$ cat src/win_geom_pkg.sv
// Image, kernel and line ring geometry for the 5x5 sliding window generator
package win_geom_pkg;

    // Input image
    localparam int IMG_W = 32;
    localparam int IMG_H = 32;

    // Window side
    localparam int KERNEL = 5;

    // Valid window positions, no padding
    localparam int OUT_W = IMG_W - KERNEL + 1;
    localparam int OUT_H = IMG_H - KERNEL + 1;

    // One spare slot so the next row loads while five are read
    localparam int NUM_LINES = KERNEL + 1;

    localparam int PIX_W = 8;

    // Index widths
    localparam int COL_W     = $clog2(IMG_W);
    localparam int ROW_CNT_W = $clog2(IMG_H + 1);   // Must reach IMG_H itself
    localparam int SLOT_W    = $clog2(NUM_LINES);

    // Column within a line
    typedef logic [COL_W-1:0] col_t;

    // Row count, 0 to IMG_H
    typedef logic [ROW_CNT_W-1:0] row_cnt_t;

    // Ring slot, 0 to NUM_LINES-1
    typedef logic [SLOT_W-1:0] slot_t;

endpackage

$ cat src/win_stream_pkg.sv
// Pixel, window and line write types passed between the window generator blocks
package win_stream_pkg;

    import win_geom_pkg::*;

    // Raw input pixel
    typedef logic [PIX_W-1:0] pixel_t;

    // Same bits seen as a signed sample
    typedef logic signed [PIX_W-1:0] sample_t;

    // 5x5 block, row index first
    // Element [0][0] is the top-left pixel and sits in the top bits
    typedef sample_t [0:KERNEL-1][0:KERNEL-1] window_t;

    // One output beat
    typedef struct packed {
        window_t win;
        logic    row_start;     // First window of an output row
        logic    row_end;       // Last window of an output row
    } win_beat_t;

    // Single pixel write into the line ring
    typedef struct packed {
        logic   en;
        slot_t  slot;
        col_t   col;
        pixel_t pixel;
    } line_wr_t;

endpackage

$ cat src/pixel_loader.sv
// Input side of the window generator, takes raster pixels and fills the line ring
module pixel_loader
    import win_geom_pkg::*;
    import win_stream_pkg::*;
(
    input  logic     clk,
    input  logic     reset_n,
    input  logic     i_start,
    input  logic     i_pixel_valid,
    input  pixel_t   i_pixel,
    input  row_cnt_t i_out_row,
    output logic     o_pixel_ready,
    output line_wr_t o_line_wr,
    output row_cnt_t o_rows_loaded
);

    logic     active;       // Frame in progress, rows still to load
    col_t     wr_col;
    slot_t    wr_slot;
    row_cnt_t rows_loaded;  // Also the index of the row being written
    logic     accept;
    logic     last_col;
    logic     row_free;

    // Row r may go in while r <= out_row + KERNEL
    // Its slot then belongs to a row no output row still needs
    assign row_free = (rows_loaded <= i_out_row + row_cnt_t'(KERNEL));

    assign o_pixel_ready = active && row_free;
    assign accept        = i_pixel_valid && o_pixel_ready;
    assign last_col      = (wr_col == col_t'(IMG_W - 1));

    always_comb begin
        o_line_wr.en    = accept;
        o_line_wr.slot  = wr_slot;
        o_line_wr.col   = wr_col;
        o_line_wr.pixel = i_pixel;
    end

    always_ff @(posedge clk) begin
        if (!reset_n) begin
            active      <= 1'b0;
            wr_col      <= '0;
            wr_slot     <= '0;
            rows_loaded <= '0;
        end else if (!active && i_start) begin
            active      <= 1'b1;
            wr_col      <= '0;
            wr_slot     <= '0;
            rows_loaded <= '0;
        end else if (accept) begin
            if (last_col) begin
                wr_col      <= '0;
                rows_loaded <= rows_loaded + 1'b1;

                // Ring wraps at six slots
                if (wr_slot == slot_t'(NUM_LINES - 1)) begin
                    wr_slot <= '0;
                end else begin
                    wr_slot <= wr_slot + 1'b1;
                end

                if (rows_loaded == row_cnt_t'(IMG_H - 1)) begin
                    active <= 1'b0;     // Whole frame in
                end
            end else begin
                wr_col <= wr_col + 1'b1;
            end
        end
    end

    assign o_rows_loaded = rows_loaded;

endmodule

$ cat config.mk
export PLATFORM = sky130hd
export DESIGN_NAME = pixel_loader
export DESIGN_NICKNAME = d
export VERILOG_FILES = /design/src/win_geom_pkg.sv /design/src/win_stream_pkg.sv /design/src/pixel_loader.sv
export SDC_FILE = /design/constraint.sdc
export NUM_CORES = 1
export LEC_CHECK = 0
export ABC_AREA = 1
export BUFFER_PORTS_ARGS = -buffer_cell sky130_fd_sc_hd__clkbuf_2
export CAP_MARGIN = 40
export CORE_MARGIN = 1
export CORE_UTILIZATION = 51
export DETAILED_ROUTE_END_ITERATION = 8
export GPL_TIMING_DRIVEN = 0
export PLACE_DENSITY = 0.91
export SLEW_MARGIN = 20
export SYNTH_ARGS = -nofsm -noshare
export SYNTH_HDL_FRONTEND = slang
export SYNTH_SLANG_ARGS = --single-unit
$ cat constraint.sdc
create_clock -name clk -period 5 [get_ports clk]
set_input_delay 0.25 -clock clk [delete_from_list [all_inputs] [get_ports clk]]
set_output_delay 0.25 -clock clk [all_outputs]
set_load 0.005 [all_outputs]
Word-level counts from Yosys, hierarchy flattened
Index checks and enable logic that the tools add are counted.
{"block": "op_classes", "add_sub_neg": 4, "mul": 0, "n_div": 0, "magnitude_cmp": 1, "n_eq_ne": 3, "shift": 0, "mux": 6, "bitwise_logic": 1, "reduce_logical": 10}
{"operator": "6-bit by 1-bit adder with 6-bit output (second input constant)", "count": 1}
{"operator": "6-bit by 3-bit adder with 6-bit output (second input constant)", "count": 1}
{"operator": "6-bit by 5-bit equality test with 1-bit output (second input constant)", "count": 1}
{"operator": "6-bit <= comparator", "count": 1}
{"operator": "2-bit nonzero test", "count": 3}
{"operator": "5-bit by 1-bit adder with 5-bit output (second input constant)", "count": 1}
{"operator": "5-bit equality test (second input constant)", "count": 1}
{"operator": "5-bit two-way mux", "count": 1}
{"operator": "1-bit two-way mux", "count": 4}
{"operator": "3-bit by 1-bit adder with 3-bit output (second input constant)", "count": 1}
{"operator": "3-bit equality test (second input constant)", "count": 1}
{"operator": "1-bit logical AND", "count": 3}
{"operator": "3-bit two-way mux", "count": 1}
{"operator": "3-bit AND reduction", "count": 1}
{"operator": "2-bit AND reduction", "count": 1}
{"operator": "2-bit OR reduction", "count": 1}
{"operator": "1-bit logical NOT", "count": 1}
{"operator": "1-bit NOT", "count": 1}
{"block": "word_totals", "regBits": 15, "latchBits": 0, "mem_bits_rw": 0, "rom_bits": 0, "out_inout_bits": 24, "elab_cells": 29, "mem_count": 0}

Logic depth before layout (Yosys ltp)
{"block": "depth", "depth_word": 6, "depth_mapped": 14}

Worst setup path after synthesis
No wires, ideal clock.
{"block": "synth_path", "kind": "input to output", "from": "input port i_out_row[0]", "to": "output port o_line_wr[16] (netlist name)", "t_arrival_ns": 1.749, "setup_slack_ns": 3.001, "cell_stages": 12, "n_path_buf": 1, "path_cell_list": "ha_1 > o21ai_0 > xor2_1 > ha_1 > nand2_2 > inv_1 > nand2_1 > nand3_1 > nand2_2 > nand3_4 > inv_2 > buf_4"}
{"block": "synth_between", "elab_chain_cells": 4}
{"item": "from (decl)", "line_no": "pixel_loader.sv:11", "rtl": "input row_cnt_t i_out_row,"}
{"item": "6-bit by 3-bit adder with 6-bit output", "line_no": "pixel_loader.sv:27", "rtl": "assign row_free = (rows_loaded <= i_out_row + row_cnt_t'(KERNEL));"}
{"item": "6-bit <= comparator", "line_no": "pixel_loader.sv:27"}
{"item": "1-bit logical AND", "line_no": "pixel_loader.sv:29", "rtl": "assign o_pixel_ready = active && row_free;"}
{"item": "1-bit logical AND", "line_no": "pixel_loader.sv:30", "rtl": "assign accept = i_pixel_valid && o_pixel_ready;"}
{"item": "to (decl)", "line_no": "pixel_loader.sv:13", "rtl": "output line_wr_t o_line_wr,"}
No other way between the ends.

Final worst setup path
Same ends and word-level chain as after synthesis.

==> flow_metrics.tcl <==
set metrics [dict create \
    outcome "finished, final reports clean" \
    cts.root.buffer_cell "sky130_fd_sc_hd__clkbuf_4" \
    number_of_antenna_violations_at_the_first_check_in_global_routing 0 \
    mappedNetlistNets 169 \
    final_nets 207 \
    grt_overflow_total 0 \
    post_synth_instance_area_um2 1050 \
    hold_viol_final 0 \
    drt-vias-per-instance 4.94 \
    yosys-top-cells-area "sky130_fd_sc_hd__dfxtp_1 (28%), sky130_fd_sc_hd__ha_1 (12%), sky130_fd_sc_hd__nand2_1 (12%)" \
    tritoncts_num_sinks 15 \
    cap_violations 0 \
    resized_after_cts 0 \
    cts_buffers 3 \
    post-route-period-util_pct 48.6 \
    postSynthAreaPerCell_um2 7.48 \
    initial_utilization_pct 53.8 \
    yosysWarnings 0 \
    finalClockSkew_ns 0.00781 \
    placed_cell_area_um2 1250 \
    final.setup.tns_ns 0 \
    grt_start_max_net_pins 11 \
    cts_htree_levels 1 \
    cts.hold.buffers_added 0 \
    worst_setup_path_end_kind "primary output" \
    port-buffer-count 33 \
    num_rows 16 \
    dr.pass1.iters 4 \
    die_w_um 47.5 \
    final_routed_drc_violation_total 0 \
    reg2reg_slack_ns 3.19 \
    synth.most_common_cell "sky130_fd_sc_hd__nand2_1" \
    dp_hpwl_um 1690 \
    synth_common_cells "sky130_fd_sc_hd__nand2_1 (33), sky130_fd_sc_hd__dfxtp_1 (15), sky130_fd_sc_hd__inv_1 (15), sky130_fd_sc_hd__a21oi_1 (14)" \
    total_power_w 0.000235 \
    synth_enable_flop_cells 0 \
    post-route-cell-area_um2 1280 \
    grt_setup_unrepaired "false" \
    yosysTopAreaCell "sky130_fd_sc_hd__dfxtp_1" \
    ioPinCount 42 \
    regToRegStartpoint "o_rows_loaded[5]" \
    timing.reg2reg.worst_path_depth 7 \
    synth-seq-cells 15 \
    postCtsSetupBuffers 0 \
    timing_max_transition_violations_final 0 \
    setup_viol 0 \
    min_delay_path_depth 3 \
    power_per_cell_area_nw_per_um2 184 \
    postSynth.topFlopCell "sky130_fd_sc_hd__dfxtp_1" \
    die_h_um 47.5 \
    n_antenna_cell 0 \
    synth_seq_area_share_pct 28.5 \
    fmaxAchievable_mhz 411 \
    synth_largest_type_area_fraction_pct 28.5 \
    postRouteAntennaNets 0 \
    min_period_ns 2.43 \
    hold_path.startpoint "reset_n" \
    design.die.area_um2 2250 \
    final_cell_count_no_fill 205 \
    reg2reg_to "o_rows_loaded[0]" \
    clkSlewWorstSetupHoldPaths_ns 0.09 \
    crit_path_max_fanout 10 \
    grt_pass1_vias 871 \
    vdd_ir_drop_max_mv 0.152 \
    min_delay_worst_endpoint "active" \
    global_route.usage.total_pct 21.3 \
    netlist_instances 141 \
    hold_path.class "primary input to flop" \
    dr.first_iter.drc_count 10 \
    worst_slew_margin_rel_pct 78.4 \
    placed_instances 201 \
    layout-drive-gt1-share_pct 31.5 \
    worst_pin_slew_ns 0.323 \
    grt_first_pass_wirelength_um 3340 \
    worst-endpoint-required_ns 4.75 \
    netlist-cell-type-count 24 \
    post_drt_wl_per_cell_um 10.2 \
    cts.path.max_buffers 2 \
    async_flop_share_pct 0 \
    core_region_area_um2 1960 \
    worst_ep_arrival_time_ns 2.18 \
    cts_tree "done" \
    timing_worst_setup_path_type "primary input to primary output" \
    power.static_leakage_nw 0.655 \
    route.final.wire_length_um 2090 \
    cp-start-kind "primary input" \
    routed-via-count 1013 \
    syn_to_final_growth_pct 21.5 \
    place_congestion 0.732 \
    worst_skew_pair.late_latency_ns 0.30 \
]
-- where the power goes --
group	leakage, nW	total [W]	internal (W)	switching, W
Sequential	0.121	0.000122	0.000120	0.00000156
Clock	0.0177	0.0000721	0.0000299	0.0000423
Combinational	0.516	0.0000412	0.0000194	0.0000219
-- how the worst max path moves through the flow --
stage                  from       endpoint  slack (ns)  depth (start not counted)
2_1_floorplan  i_out_row[0]  o_line_wr[16]        3.00                         12
3_3_place_gp   i_out_row[0]  o_line_wr[16]        2.65                         14
3_5_place_dp   i_out_row[0]  o_line_wr[16]        2.56                         14
4_1_cts        i_out_row[0]  o_line_wr[16]        2.54                         14
5_1_grt        i_out_row[0]  o_line_wr[16]        2.38                         14
6_report       i_out_row[0]  o_line_wr[16]        2.57                         14
-- metal layers --
layer / vias up / routed length, µm / track usage, %
li1: 529 / - / -
met1: 439 / 879 / 23.0
met4: 0 / 42 / 11.4
met3: 5 / 113 / 3.40
met2: 40 / 1050 / 39.5
met5: - / 0 / 0
-- cells in the final DEF (no fill, tap or decap), types with 2 or more instances in the layout --
cell type                  count
sky130_fd_sc_hd__ha_1         10
sky130_fd_sc_hd__nor2_1        7
sky130_fd_sc_hd__nand2_1      33
sky130_fd_sc_hd__clkbuf_4      3
sky130_fd_sc_hd__clkbuf_2     33
sky130_fd_sc_hd__nand2_2       2
sky130_fd_sc_hd__dfxtp_1      15
sky130_fd_sc_hd__nand3_1      10
sky130_fd_sc_hd__o21ai_0       5
sky130_fd_sc_hd__xor2_1        7
sky130_fd_sc_hd__buf_4         9
sky130_fd_sc_hd__a21oi_1      14
sky130_fd_sc_hd__inv_1        15
sky130_fd_sc_hd__nand3_2       2
-- cells by family after synthesis --
kind of cell / count (synthesis) / synth area share [%]
DFF: 15 / 28.5
xor gates and xnor gates: 8 / 6.64
buffers and inverters: 25 / 12.1
adders and majority gates: 10 / 11.9
AOI/OAI and AO/OA: 22 / 11.3
and+or+nand+nor: 61 / 29.7
-- cell type report --
type | count | area [µm²]
Buffer | 9 | 67.6
Clock buffer | 3 | 22.5
Clock inverter | 1 | 5.00
Fill cell | 169 | 681
Inverter | 16 | 60.1
Multi-Input combinational cell | 101 | 627
Sequential cell | 15 | 300
Tap cell | 27 | 33.8
Timing Repair Buffer | 33 | 165
-- flip-flops by register name (all words and copies together), names as in the netlist --
| register | flops |
|---|---|
| o_rows_loaded | 6 |
| wr_col | 5 |
| wr_slot | 3 |
| active | 1 |
-- through the flow --
stage          setup slack, ns  hold slack, ns  utilization [%]
2_1_floorplan             3.00           0.359                -
3_3_place_gp              2.65           0.462             63.9
3_5_place_dp              2.56           0.464             63.9
4_1_cts                   2.54           0.152             65.3
5_1_grt                   2.38           0.176             65.3
6_report                  2.57           0.157             65.3
-- worst max-delay path, cell delays in order --
cell and delay [ns]:
sky130_fd_sc_hd__clkbuf_2 0.10, sky130_fd_sc_hd__ha_1 0.22, sky130_fd_sc_hd__o21ai_0 0.25, sky130_fd_sc_hd__xor2_1 0.19
sky130_fd_sc_hd__ha_1 0.25, sky130_fd_sc_hd__nand2_2 0.10, sky130_fd_sc_hd__inv_1 0.04, sky130_fd_sc_hd__nand2_1 0.05
sky130_fd_sc_hd__nand3_1 0.11, sky130_fd_sc_hd__nand2_2 0.12, sky130_fd_sc_hd__nand3_4 0.16, sky130_fd_sc_hd__inv_2 0.13
sky130_fd_sc_hd__buf_4 0.11, sky130_fd_sc_hd__clkbuf_2 0.09
(Power assumes the default switching activity.)
