[config.mk]
export PLATFORM = sky130hd
export DESIGN_NAME = window_sequencer
export DESIGN_NICKNAME = d
export VERILOG_FILES = /design/src/win_geom_pkg.sv /design/src/win_stream_pkg.sv /design/src/window_sequencer.sv
export SDC_FILE = /design/constraint.sdc
export NUM_CORES = 1
export LEC_CHECK = 0
export BUFFER_PORTS_ARGS = -buffer_cell sky130_fd_sc_hd__buf_4
export CAP_MARGIN = 20
export CELL_PAD_IN_SITES_DETAIL_PLACEMENT = 0
export CELL_PAD_IN_SITES_GLOBAL_PLACEMENT = 1
export CORE_AREA = 2 2 167 169
export CTS_CLUSTER_SIZE = 28
export DETAILED_ROUTE_END_ITERATION = 6
export DIE_AREA = 0 0 169 171
export PLACE_DENSITY = 0.73
export RECOVER_POWER = 25
export SYNTH_ARGS = -nofsm -noshare
export SYNTH_HDL_FRONTEND = slang
export SYNTH_SLANG_ARGS = --single-unit
[constraint.sdc]
create_clock -name clk -period 7.5 [get_ports clk]
set_input_delay 0.375 -clock clk [delete_from_list [all_inputs] [get_ports clk]]
set_output_delay 0.375 -clock clk [all_outputs]
set_load 0.005 [all_outputs]
[src/win_geom_pkg.sv]
// Image, kernel and line ring geometry for the 5x5 sliding window generator
package win_geom_pkg;

    // Input image
    localparam int IMG_W = 32;
    localparam int IMG_H = 32;

    // Window side
    localparam int KERNEL = 5;

    // Valid window positions, no padding
    localparam int OUT_W = IMG_W - KERNEL + 1;
    localparam int OUT_H = IMG_H - KERNEL + 1;

    // One spare slot so the next row loads while five are read
    localparam int NUM_LINES = KERNEL + 1;

    localparam int PIX_W = 8;

    // Index widths
    localparam int COL_W     = $clog2(IMG_W);
    localparam int ROW_CNT_W = $clog2(IMG_H + 1);   // Must reach IMG_H itself
    localparam int SLOT_W    = $clog2(NUM_LINES);

    // Column within a line
    typedef logic [COL_W-1:0] col_t;

    // Row count, 0 to IMG_H
    typedef logic [ROW_CNT_W-1:0] row_cnt_t;

    // Ring slot, 0 to NUM_LINES-1
    typedef logic [SLOT_W-1:0] slot_t;

endpackage

[src/win_stream_pkg.sv]
// Pixel, window and line write types passed between the window generator blocks
package win_stream_pkg;

    import win_geom_pkg::*;

    // Raw input pixel
    typedef logic [PIX_W-1:0] pixel_t;

    // Same bits seen as a signed sample
    typedef logic signed [PIX_W-1:0] sample_t;

    // 5x5 block, row index first
    // Element [0][0] is the top-left pixel and sits in the top bits
    typedef sample_t [0:KERNEL-1][0:KERNEL-1] window_t;

    // One output beat
    typedef struct packed {
        window_t win;
        logic    row_start;     // First window of an output row
        logic    row_end;       // Last window of an output row
    } win_beat_t;

    // Single pixel write into the line ring
    typedef struct packed {
        logic   en;
        slot_t  slot;
        col_t   col;
        pixel_t pixel;
    } line_wr_t;

endpackage

[src/window_sequencer.sv]
// Output side of the window generator, walks the 28x28 positions and emits window beats
module window_sequencer
    import win_geom_pkg::*;
    import win_stream_pkg::*;
(
    input  logic      clk,
    input  logic      reset_n,
    input  logic      i_start,
    input  row_cnt_t  i_rows_loaded,
    input  window_t   i_window,
    input  logic      i_win_ready,
    output slot_t     o_rd_base,
    output col_t      o_rd_col,
    output row_cnt_t  o_out_row,
    output logic      o_win_valid,
    output win_beat_t o_win,
    output logic      o_done
);

    typedef enum logic [1:0] {
        S_IDLE,
        S_RUN,
        S_FINISH
    } state_t;

    state_t    state;
    col_t      col;         // Column of the next window to issue
    row_cnt_t  out_row;     // Output row of the next window to issue
    slot_t     rd_base;     // Ring slot holding input row out_row
    logic      win_valid;
    win_beat_t win_q;

    logic rows_ready;
    logic beat_xfer;
    logic load;
    logic last_col;
    logic last_row;

    // Output row R needs input rows R..R+4 in the ring
    assign rows_ready = (i_rows_loaded >= out_row + row_cnt_t'(KERNEL));
    assign beat_xfer  = win_valid && i_win_ready;

    // Output register free now or emptied on this edge
    assign load     = (state == S_RUN) && rows_ready && (!win_valid || i_win_ready);
    assign last_col = (col == col_t'(OUT_W - 1));
    assign last_row = (out_row == row_cnt_t'(OUT_H - 1));

    always_ff @(posedge clk) begin
        if (!reset_n) begin
            state     <= S_IDLE;
            col       <= '0;
            out_row   <= '0;
            rd_base   <= '0;
            win_valid <= 1'b0;
            o_done    <= 1'b0;
        end else begin
            o_done <= 1'b0;
            case (state)
                S_IDLE: begin
                    if (i_start) begin
                        col     <= '0;
                        out_row <= '0;
                        rd_base <= '0;
                        state   <= S_RUN;
                    end
                end

                S_RUN: begin
                    if (load) begin
                        win_valid <= 1'b1;
                        if (last_col) begin
                            col     <= '0;
                            out_row <= out_row + 1'b1;  // Frees the oldest slot
                            if (rd_base == slot_t'(NUM_LINES - 1)) begin
                                rd_base <= '0;
                            end else begin
                                rd_base <= rd_base + 1'b1;
                            end
                            if (last_row) begin
                                state <= S_FINISH;      // Last window issued
                            end
                        end else begin
                            col <= col + 1'b1;
                        end
                    end else if (beat_xfer) begin
                        win_valid <= 1'b0;
                    end
                end

                S_FINISH: begin
                    // Wait for the final beat to leave
                    if (beat_xfer) begin
                        win_valid <= 1'b0;
                        o_done    <= 1'b1;
                        state     <= S_IDLE;
                    end
                end

                default: begin
                    state <= S_IDLE;
                end
            endcase
        end
    end

    // Beat payload, held while the consumer stalls
    always_ff @(posedge clk) begin
        if (load) begin
            win_q.win       <= i_window;
            win_q.row_start <= (col == '0);
            win_q.row_end   <= last_col;
        end
    end

    assign o_rd_base   = rd_base;
    assign o_rd_col    = col;
    assign o_out_row   = out_row;
    assign o_win_valid = win_valid;
    assign o_win       = win_q;

endmodule
Yosys cells after proc, flatten, opt, wreduce, memory -nomap -nowiden:

Cells that the tools add are included.

* add/sub/neg operators: 4
* multiply operators: 0
* divide/modulo/power cells: 0
* magnitude comparators: 1
* equality and inequality tests: 10
* shifts and indexed selects: 0
* muxes and demuxes: 23
* bitwise operators: 0
* reduce and logical (&&, ||, !) cells: 13

Operators by type and width (number)
* $mux W6: 3
* $mux W5: 3
* $mux W3: 4
* $pmux W6 S2: 1
* $mux W2: 5
* $ne A2 B2 Y1 const B: 5
* $pmux W5 S2: 1
* $add A6 B1 Y6 const B: 1
* $add A6 B3 Y6 const B: 1
* $eq A6 B5 Y1 const B: 1
* $ge A6 B6 Y1: 1
* $pmux W2 S3: 1
* $pmux W3 S2: 1
* $add A5 B1 Y5 const B: 1
* $eq A5 B5 Y1 const B: 1
* $logic_not A5 Y1: 1
* $reduce_and A5 Y1: 1
* $reduce_and A4 Y1: 1
* $reduce_bool A2 Y1: 2
* $add A3 B1 Y3 const B: 1
* $eq A3 B3 Y1 const B: 1
* $logic_and A1 B1 Y1: 3
* $mux W1: 3
* $reduce_and A3 Y1: 1
* 7 further kinds: 7

* flip-flop bits (word level): 220
* latch bits: 0
* bits in writable memories: 0
* ROM bits: 0
* bits of input ports: 210
* output and inout port bits: 218
* logic and storage cells: 84
* memories: 0

Longest topological paths before layout:

Gate-level depths: netlist (run 1).

* depth after elaboration: 6
* depth in mapped cells: 11
* depth with buffers taken out: 9

Least setup slack after synthesis (run 1):

OpenSTA, ideal clock, no wires.

* path kind: reg-to-reg
* start: reg out_row[2], in the netlist o_out_row[2]
* end: reg win_q, in the netlist o_win[0], enable pin
* data arrival time: 6.753 ns
* data required time: 6.912 ns
* setup slack: 0.158 ns
* stages on the path, launching flop included: 11
* path buffers: 2
* clock period less this slack: 7.342 ns
* cell sequence: dfxtp_1 -> clkbuf_1 -> a21oi_1 -> nand2b_1 -> xor2_1 -> ha_1 -> nand2_1 -> or3_4 -> o211ai_1 -> buf_2 -> and2_1

* cells in the longest elaborated chain, start to end: 4

Ends and longest elaborated chain
* start: declaration: RTL line window_sequencer.sv:28 `row_cnt_t out_row;`
* start signal: assignment: RTL line window_sequencer.sv:73 `out_row <= out_row + 1'b1;`
* $add A6 B3 Y6: RTL line window_sequencer.sv:40 `assign rows_ready = (i_rows_loaded >= out_row + row_cnt_t'(KERNEL));`
* $ge A6 B6 Y1: RTL line window_sequencer.sv:40
* $logic_and A1 B1 Y1 (2 in series): RTL line window_sequencer.sv:44 `assign load = (state == S_RUN) && rows_ready && (!win_valid || i_win_ready);`
* named net load: RTL line window_sequencer.sv:35 `logic load;`
* end: declaration: RTL line window_sequencer.sv:31 `win_beat_t win_q;`

The timed path passes the listed nets, and every way through them passes these cells.
A chain may end at the register's enable or synchronous reset.

Final worst setup path (run 1):

* start: reg out_row[1], in the netlist o_out_row[1]
* end: reg win_q, in the netlist o_win[56], enable pin

The elaborated chain is that of the path after synthesis.

==> results.toml, run 1 <==
[grt]
grt_max_degree = 109
antenna_found_initial = 1
grt_usage_pct = 14.2
overflow = 0
first_global_vias = 4819
grt_pass1_wl_mm = 30.5

[floorplanning]
die-area_sq_um = 28900
fp.dieH_microns = 171
start_util_pct = 26.9
rows = 61
core_sq_um = 27300
io_pins = 428
die_w_microns = 169

[placement]
port_buffers = 427
dpl_cell_area_sq_um = 11000
routabilityCongestion = 0.835
place_hpwl_mm = 17.4

[setup_path]
slowest_stage = "buf_4"
crit_fanout = 50
crit_chain = "ha_1 -> o21ai_0 -> xor2_1 -> ha_1 -> nand2_1 -> or3_4 -> o211ai_1 -> buf_4 -> and2_4 -> buf_4"
slowest_delay_ns = 0.64
worstSetupStartpointType = "flip-flop"
cp.arrival_ns = 3.95
crit_required_ns = 7.64
worst-path-buf-inv = 2
end_kind = "flip-flop"
path_class = "reg2reg"
crit_family = "simple AND/OR/NAND/NOR gates"

[detailed_routing]
routed_via_density = 4.29
drtPass1Iterations = 7
routed_wl_mm = 22.9
drt-initial-drc-count = 416
wire_per_inst_microns = 19.4
vias = 5049
postRouteAntennaNets = 0
drc = 0

[yosys]
syn-num-nets = 585
synth.most_common_cell = "edfxtp_1"
synth.area.top_cells = "edfxtp_1, dfxtp_1, ha_1"
yosysUniqueCellTypes = 39
ys.warnings.count = 0
synth-edff-count = 202
synth_top_area_cell = "edfxtp_1"
synthesis.area_sq_um = 7350
synth_top_cell_area_share_pct = 82.6
synthArstFlopShare_pct = 0
ys.flop_type = "edfxtp_1"
ys_seq_area_share_pct = 87.5
ys_top_cells_by_count = "edfxtp_1, dfxtp_1, nand2_1"
ys_seq_elements = 220
syn_area_per_cell_sq_um = 20.2
synthCells = 363

[final_layout]
drive_gt1_share_pct = 56.6
finish.instance_area_sq_um = 11800
syn_to_final_growth_pct = 60.1
nNetsFinal = 1035
num_antenna_cells = 0

[clock_tree]
postCtsHoldBufs = 0
clock_tree.root_cell = "clkbuf_16"
clk_path_buf_depth = 3
clkSinkCount = 220
htreeDepth = 1
cts_tree = "yes"
clk_latency_ns = 0.51
clk_pin_slew_ns = 0.06
postCtsSetupBuffers = 0
cts_resized = 0
numCtsBuffers = 25

[sta]
hold_viol = 0
slew_headroom_pct = 53.0
tns_ns = 0
slew_viol_final = 0
clock_skew_ns = 0.0138
grt_setup_unrepaired = "false"
worst_pin_slew_ns = 0.698
worst_hold_slack_ns = 0.0410
period_minus_slack_ns = 3.81
max_freq_mhz = 262
setup_viol = 0
fin_crit_sh_pct = 50.8

[power_and_ir_drop]
p_per_area_nw_per_um2 = 289
p_leak_nw = 4.76
worst_ir_drop_vdd_uv = 131

[run_status]
status = "complete, no violations"

[job]
drv_cap = 0

[worst_hold_path]
worst_hold_path_type = "in2reg"
through the flow:
step | total power [W] | worst slack (ns) | instances | util [%]
2_1_floorplan | 0.00189 | 0.158 | 363 | -
3_3_place_gp | 0.00227 | 3.78 | 1132 | 40.2
3_5_place_dp | 0.00228 | 3.72 | 1132 | 40.2
4_1_cts | 0.00345 | 3.69 | 1176 | 43.0
5_1_grt | 0.00353 | 3.41 | 1176 | 43.0
6_report | 0.00339 | 3.69 | 1176 | 43.0
where the power goes:
group / internal, W / leakage, nW / switching (W)
Clock: 0.000678 / 0.381 / 0.000470
Combinational: 0.000294 / 2.37 / 0.000310
Sequential: 0.00158 / 2.01 / 0.0000578
Total: 0.00256 / 4.76 / 0.000838
cells in the final DEF (no fill, tap or decap), types with 3 or more instances in the layout:
master	Yosys	final
buf_4	0	269
edfxtp_1	202	202
clkbuf_4	0	160
clkbuf_16	0	25
nand2_1	18	18
dfxtp_1	18	18
a21oi_1	12	12
ha_1	12	12
inv_1	10	10
o21ai_0	9	9
a31oi_1	7	7
nand4_1	6	6
nor2_1	6	6
nand3_1	6	6
nor3_1	5	5
clkinv_1	0	5
clkinv_2	0	5
nand4b_1	4	4
xor2_1	4	4
mux2i_1	4	4
a21o_1	4	4
clkbuf_1	5	4
o211ai_1	3	3
or3_1	3	3
or4_1	3	3
clkinv_4	0	3
kinds of logic (layout without fill, tap and decap cells):
kind of cell / Yosys count / count (layout) / share of synthesized area, %
mux: 4 / 4 / 0.545
flops: 220 / 220 / 87.5
compound gates: 44 / 44 / 3.80
simple gates: 62 / 62 / 4.67
xor+xnor: 4 / 4 / 0.477
buf+inv: 17 / 484 / 0.988
fa+ha+maj: 12 / 12 / 2.04
per-layer routing:
layer / track usage (%) / routed length (microns) / up-vias / share of wire, %
met3: 5.14 / 2180 / 33 / 9.5
li1: - / - / 2325 / -
met1: 17.1 / 8740 / 2463 / 38
met2: 24.6 / 11500 / 226 / 50
met5: 0 / 13 / - / 0.057
met4: 3.27 / 386 / 2 / 1.7
flip-flops by register name (all words and copies together) (netlist names):
name,flops
o_win,202
state,2
o_done,1
o_win_valid,1
o_out_row,6
o_rd_base,3
o_rd_col,5
final timing paths:
path / slack, ns / from / cells after the start / end
hold / removal: 0.04 / i_window[158] / 1 / o_win[160]
setup / recovery: 3.69 / o_out_row[1] / 10 / o_win[56]
hold reg to reg: 0.48 / state[0] / 2 / state[0]
setup reg to reg: 3.69 / o_out_row[1] / 10 / o_win[56]
layout make-up:
class / instances / area (sq um)
Clock buffer: 29 / 641
Clock inverter: 15 / 130
Fill cell: 2504 / 15600
Inverter: 10 / 37.5
Multi-Input combinational cell: 126 / 850
Sequential cell: 220 / 6430
Tap cell: 346 / 433
Timing Repair Buffer: 430 / 3240
Power figures use the tool's default switching activity.
==> run 2, diff against run 1 <==
--- a/config.mk
+++ b/config.mk
@@ -9,10 +9,10 @@
 export CAP_MARGIN = 20
 export CELL_PAD_IN_SITES_DETAIL_PLACEMENT = 0
 export CELL_PAD_IN_SITES_GLOBAL_PLACEMENT = 1
-export CORE_AREA = 2 2 167 169
+export CORE_AREA = 2 2 164 166
 export CTS_CLUSTER_SIZE = 28
 export DETAILED_ROUTE_END_ITERATION = 6
-export DIE_AREA = 0 0 169 171
+export DIE_AREA = 0 0 166 168
 export PLACE_DENSITY = 0.73
 export RECOVER_POWER = 25
 export SYNTH_ARGS = -nofsm -noshare
==> constraint.sdc (replaced) <==
create_clock -name clk -period 3.7 [get_ports clk]
set_input_delay 0.185 -clock clk [delete_from_list [all_inputs] [get_ports clk]]
set_output_delay 0.185 -clock clk [all_outputs]
set_load 0.005 [all_outputs]
==> run 2 against run 1 <==
Sequential power grew 100%. Final cell count grew 17%. Critical path depth shrank 1. Clock skew shrank 0.0055 ns. Clock power grew 110%.
==> results.toml, run 2 (synthesis gave the netlist of run 1 again) <==
[setup_path]
cp.arrival_ns = 3.10
worst-path-buf-inv = 1
path_class = "reg2reg"
slowest_stage = "and2_4"
crit_chain = "ha_4 -> o21ai_1 -> xor2_1 -> ha_1 -> nand4_1 -> or2_1 -> o211ai_1 -> and2_4 -> buf_4"
crit_required_ns = 3.89
end_kind = "flip-flop"
worstSetupStartpointType = "flip-flop"
crit_family = "simple AND/OR/NAND/NOR gates"
slowest_delay_ns = 0.47
crit_fanout = 22

[floorplanning]
start_util_pct = 27.9
rows = 60
fp.dieH_microns = 168
core_sq_um = 26400
io_pins = 428
die-area_sq_um = 27900
die_w_microns = 166

[detailed_routing]
drc = 0
postRouteAntennaNets = 0
routed_wl_mm = 26.2
drtPass1Iterations = 4
wire_per_inst_microns = 19.0
vias = 5898
routed_via_density = 4.28
drt-initial-drc-count = 375

[sta]
grt_setup_unrepaired = "false"
worst_hold_slack_ns = 0.0942
hold_viol = 0
setup_slack_ns = 0.788
period_minus_slack_ns = 2.91
slew_headroom_pct = 56.8
worst_pin_slew_ns = 0.642
fin_crit_sh_pct = 78.7
setup_viol = 0
max_freq_mhz = 343
slew_viol_final = 0
clock_skew_ns = 0.00836

[final_layout]
multi_input_area_sq_um = 883
num_antenna_cells = 0
final_common_cell = "buf_4"
ff_latch_area_sq_um = 6440
largest_reg_flops = 202
fillCellCount = 2115
drive_gt1_share_pct = 45.9
nNetsFinal = 1241
syn_to_final_growth_pct = 89.5
final_cell_mix = "buf_4, dlygate4sd3_1, edfxtp_1"

[grt]
first_global_vias = 6182
grt_pass1_wl_mm = 38.3
grt_usage_pct = 18.0
grt_max_degree = 41
antenna_found_initial = 2
overflow = 0

[power_and_ir_drop]
p_leak_nw = 5.65
report.power.total_w = 0.00728
worst_ir_drop_vdd_uv = 380
p_per_area_nw_per_um2 = 523

[clock_tree]
cts_tree = "yes"
clk_latency_ns = 0.50
clk_pin_slew_ns = 0.06
clkSinkCount = 220
cts_resized = 0
clock_tree.root_cell = "clkbuf_16"
postCtsSetupBuffers = 0
htreeDepth = 1
numCtsBuffers = 24
clk_path_buf_depth = 3

[worst_hold_path]
worst_hold_path_type = "in2reg"

[placement]
routabilityCongestion = 0.805
dp_slack_ns = 0.783
port_buffers = 427
place_hpwl_mm = 18.5

[job]
drv_cap = 0

[run_status]
status = "complete, no violations"
run 2: cell types whose count changed in the layout (fill, tap and decap cells not counted), moves of 2 or more:
| cell | before | now |
|---|---|---|
| bufinv_16 | 2 | 4 |
| dfxtp_4 | 0 | 2 |
| buf_12 | 1 | 4 |
| dfxtp_1 | 18 | 14 |
| clkbuf_4 | 160 | 154 |
| clkinv_4 | 3 | 0 |
| dlygate4sd3_1 | 0 | 203 |
| clkbuf_1 | 4 | 11 |
| dfxtp_2 | 0 | 2 |
run 2: worst paths after layout:
path | from | endpoint | slack, ns | cells past startpoint
worst max register to register | o_out_row[1] | o_win[98] | 0.79 | 9
worst max-delay path | o_out_row[1] | o_win[98] | 0.79 | 9
worst min register to register | state[0] | state[0] | 0.49 | 2
worst min-delay path | i_start | o_rd_col[1] | 0.09 | 3
run 2: tightest hold or removal path: cells and delay by family:
| kind | cells | cell delay [ns] |
|---|---|---|
| compound gates | 2 | 0.25 |
| buf+inv | 1 | 0.11 |
run 2: where the power goes:
part | total [W] | switching, W | internal [W] | leakage (nW)
registers | 0.00334 | 0.000133 | 0.00321 | 2.02
logic | 0.00147 | 0.000694 | 0.000772 | 3.24
clock network | 0.00247 | 0.000960 | 0.00151 | 0.397
total | 0.00728 | 0.00179 | 0.00549 | 5.65
run 2: routing by layer:
| layer | up-vias | global-route usage [%] | wire [microns] |
|---|---|---|---|
| met3 | 48 | 6.16 | 2220 |
| met5 | - | 0 | 28 |
| met1 | 2855 | 21.1 | 9970 |
| met4 | 4 | 4.27 | 580 |
| met2 | 254 | 31.8 | 13400 |
| li1 | 2737 | - | - |
run 2: layout make-up:
class | count | area share, %
inverters | 10 | 0.270
multi-input cells | 126 | 6.35
repair buffers | 637 | 38.2
well taps | 341 | 3.07
clock buffers | 30 | 4.63
clock inverters | 14 | 1.23
flip-flops and latches | 220 | 46.2
run 2: what timing repair did:
item | in CTS | in global routing
hold buffers | 203 | 0
endpoints found under the setup margin | 0 | 0
hold endpoints to repair | 205 | 0
run 2: stage by stage:
stage               area, sq um  std cells  setup TNS [ns]  util [%]
floorplan                  7400        363          -15.64         -
global placement          11100       1131               0      42.1
detailed placement        11100       1131               0      42.1
CTS                       13900       1378               0      52.9
global route              13900       1378               0      52.8
finish                    13900       1378               0      52.8
==> run 3, diff against run 2 <==
==> constraint.sdc (replaced) <==
create_clock -name clk -period 3.04 [get_ports clk]
set_input_delay 0.152 -clock clk [delete_from_list [all_inputs] [get_ports clk]]
set_output_delay 0.152 -clock clk [all_outputs]
set_load 0.005 [all_outputs]
==> run 3 against run 2 <==
Count of clock-buffer cells in the layout grew 1. Largest cell class unchanged. Flip-flop and latch count is the same. Highest routed layer unchanged. Die area is the same. Critical path type unchanged.
==> results.toml, run 3 (synthesis gave the netlist of run 1 again) <==
[power_and_ir_drop]
p_per_area_nw_per_um2 = 619
p_clk_share_pct = 31.3
report.power.total_w = 0.00859
worst_ir_drop_vdd_uv = 604
p_comb_share_pct = 21.3
p_leak_nw = 5.62
p_int_w = 0.00639
sw_frac_of_total_pct = 25.6
p_sw_w = 0.00220
seqPwrFrac_pct = 47.4

[setup_path]
crit_fanout = 34
rrSetupSlack_ns = 0.27
slowest_delay_ns = 0.47
cp.arrival_ns = 2.96
slowest_stage = "dfxtp_2"
end_kind = "flip-flop"
path_class = "reg2reg"
r2r-start = "o_out_row[2]"
crit_required_ns = 3.23
r2r_cells = 10
worstSetupStartpointType = "flip-flop"
reg2reg_to = "o_win[162]"
worst-path-buf-inv = 2
crit_chain = "a21oi_4 -> nand2b_4 -> xor2_1 -> ha_1 -> nand4_1 -> or2_1 -> o211ai_1 -> and2_4 -> buf_12 -> buf_12"
crit_family = "simple AND/OR/NAND/NOR gates"
crit_top_cell = "buf_12"

[floorplanning]
fp.dieH_microns = 168
start_util_pct = 27.9
die_w_microns = 166
rows = 60
die-area_sq_um = 27900
io_pins = 428
core_sq_um = 26400

[detailed_routing]
postRouteAntennaNets = 0
routed_via_density = 4.30
drc = 0
routed_wl_mm = 26.7
wire_per_inst_microns = 19.3
vias = 5949
drt-initial-drc-count = 409
drtPass1Iterations = 5

[clock_tree]
cts_resized = 0
htreeDepth = 1
postCtsSetupBuffers = 0
clkSinkCount = 220
clk_pin_slew_ns = 0.06
clk_path_buf_depth = 3
cts_tree = "yes"
numCtsBuffers = 24
clock_tree.root_cell = "clkbuf_16"
clk_latency_ns = 0.52

[placement]
place_hpwl_mm = 18.6
dp_slack_ns = 0.301
port_buffers = 427
routabilityCongestion = 0.821

[final_layout]
drive_gt1_share_pct = 45.7
nNetsFinal = 1246
final_common_cell = "buf_4"
final_cell_mix = "buf_4, dlygate4sd3_1, edfxtp_1"
largest_reg_flops = 202
fillCellCount = 2154
syn_to_final_growth_pct = 88.8

[worst_hold_path]
worst_hold_path_type = "in2reg"
hold_start = "i_start"
min_path_cells = 3
holdPathEnd = "o_rd_col[1]"

[sta]
setup_slack_ns = 0.271
clock_skew_ns = 0.0223
fin_crit_sh_pct = 91.1
max_freq_mhz = 361
slew_headroom_pct = 50.8
slew_viol_final = 0
worst_pin_slew_ns = 0.730
grt_setup_unrepaired = "false"
setup_viol = 0
period_minus_slack_ns = 2.77
hold_viol = 0
worst_hold_slack_ns = 0.0650

[grt]
grt_pass1_wl_mm = 38.8
first_global_vias = 6118
grt_usage_pct = 18.3
antenna_found_initial = 2
grt_max_degree = 37
overflow = 0

[run_status]
status = "complete, no violations"

[job]
drv_cap = 0
## run 3: power by group through the flow
stage / clock network, W / registers [W] / logic [W]
after floorplan: 0 / 0.00418 / 0.000398
after global placement: 0 / 0.00411 / 0.00161
after detailed placement: 0 / 0.00412 / 0.00163
after CTS: 0.00275 / 0.00406 / 0.00186
after global routing: 0.00287 / 0.00411 / 0.00195
final: 0.00269 / 0.00407 / 0.00183
## run 3: per-stage QoR
stage	instances	instance area [sq um]	TNS (ns)	utilization, %
2_1_floorplan	363	7400	-148.97	-
3_3_place_gp	1136	11200	0	42.3
3_5_place_dp	1136	11200	0	42.3
4_1_cts	1382	13900	0	52.8
5_1_grt	1383	13900	0	52.6
6_report	1383	13900	0	52.6
## run 3: layout make-up
type,instances,area [sq um],share of cell area [%]
Clock inverter,12,71.3,0.514
Inverter,10,37.5,0.271
Multi-Input combinational cell,126,883,6.37
Sequential cell,220,6440,46.4
Tap cell,341,427,3.08
Clock buffer,31,648,4.67
Timing Repair Buffer,642,5370,38.7
Antenna cell,1,2.50,0.0180
## run 3: tightest hold or removal path: cells and delay by family
| family | cells | cell delay (ns) |
|---|---|---|
| compound gates | 2 | 0.27 |
| buf+inv | 1 | 0.11 |
## run 3: worst max-delay path by stage
stage | startpoint | cells after the start | end
global route | o_out_row[2] | 10 | o_win[109]
floorplan | o_out_row[2] | 10 | o_win[0]
global placement | o_out_row[0] | 10 | o_win[57]
CTS | o_out_row[2] | 10 | o_win[118]
detailed placement | o_out_row[2] | 10 | o_win[57]
finish | o_out_row[2] | 10 | o_win[162]
## run 3: metal layers
metal,routed length [microns],track usage [%],share of wire [%],up-vias
li1,-,-,-,2755
met1,10400,22.7,39,2896
met2,13800,32.3,52,254
met3,1900,4.49,7.1,42
met4,555,4.42,2.1,2
met5,9,0,0.034,-
## run 3: repair_timing
item / in CTS / in global routing
hold buffers: 203 / 0
endpoints found under the hold margin: 205 / 0
endpoints found under the setup margin: 0 / 0
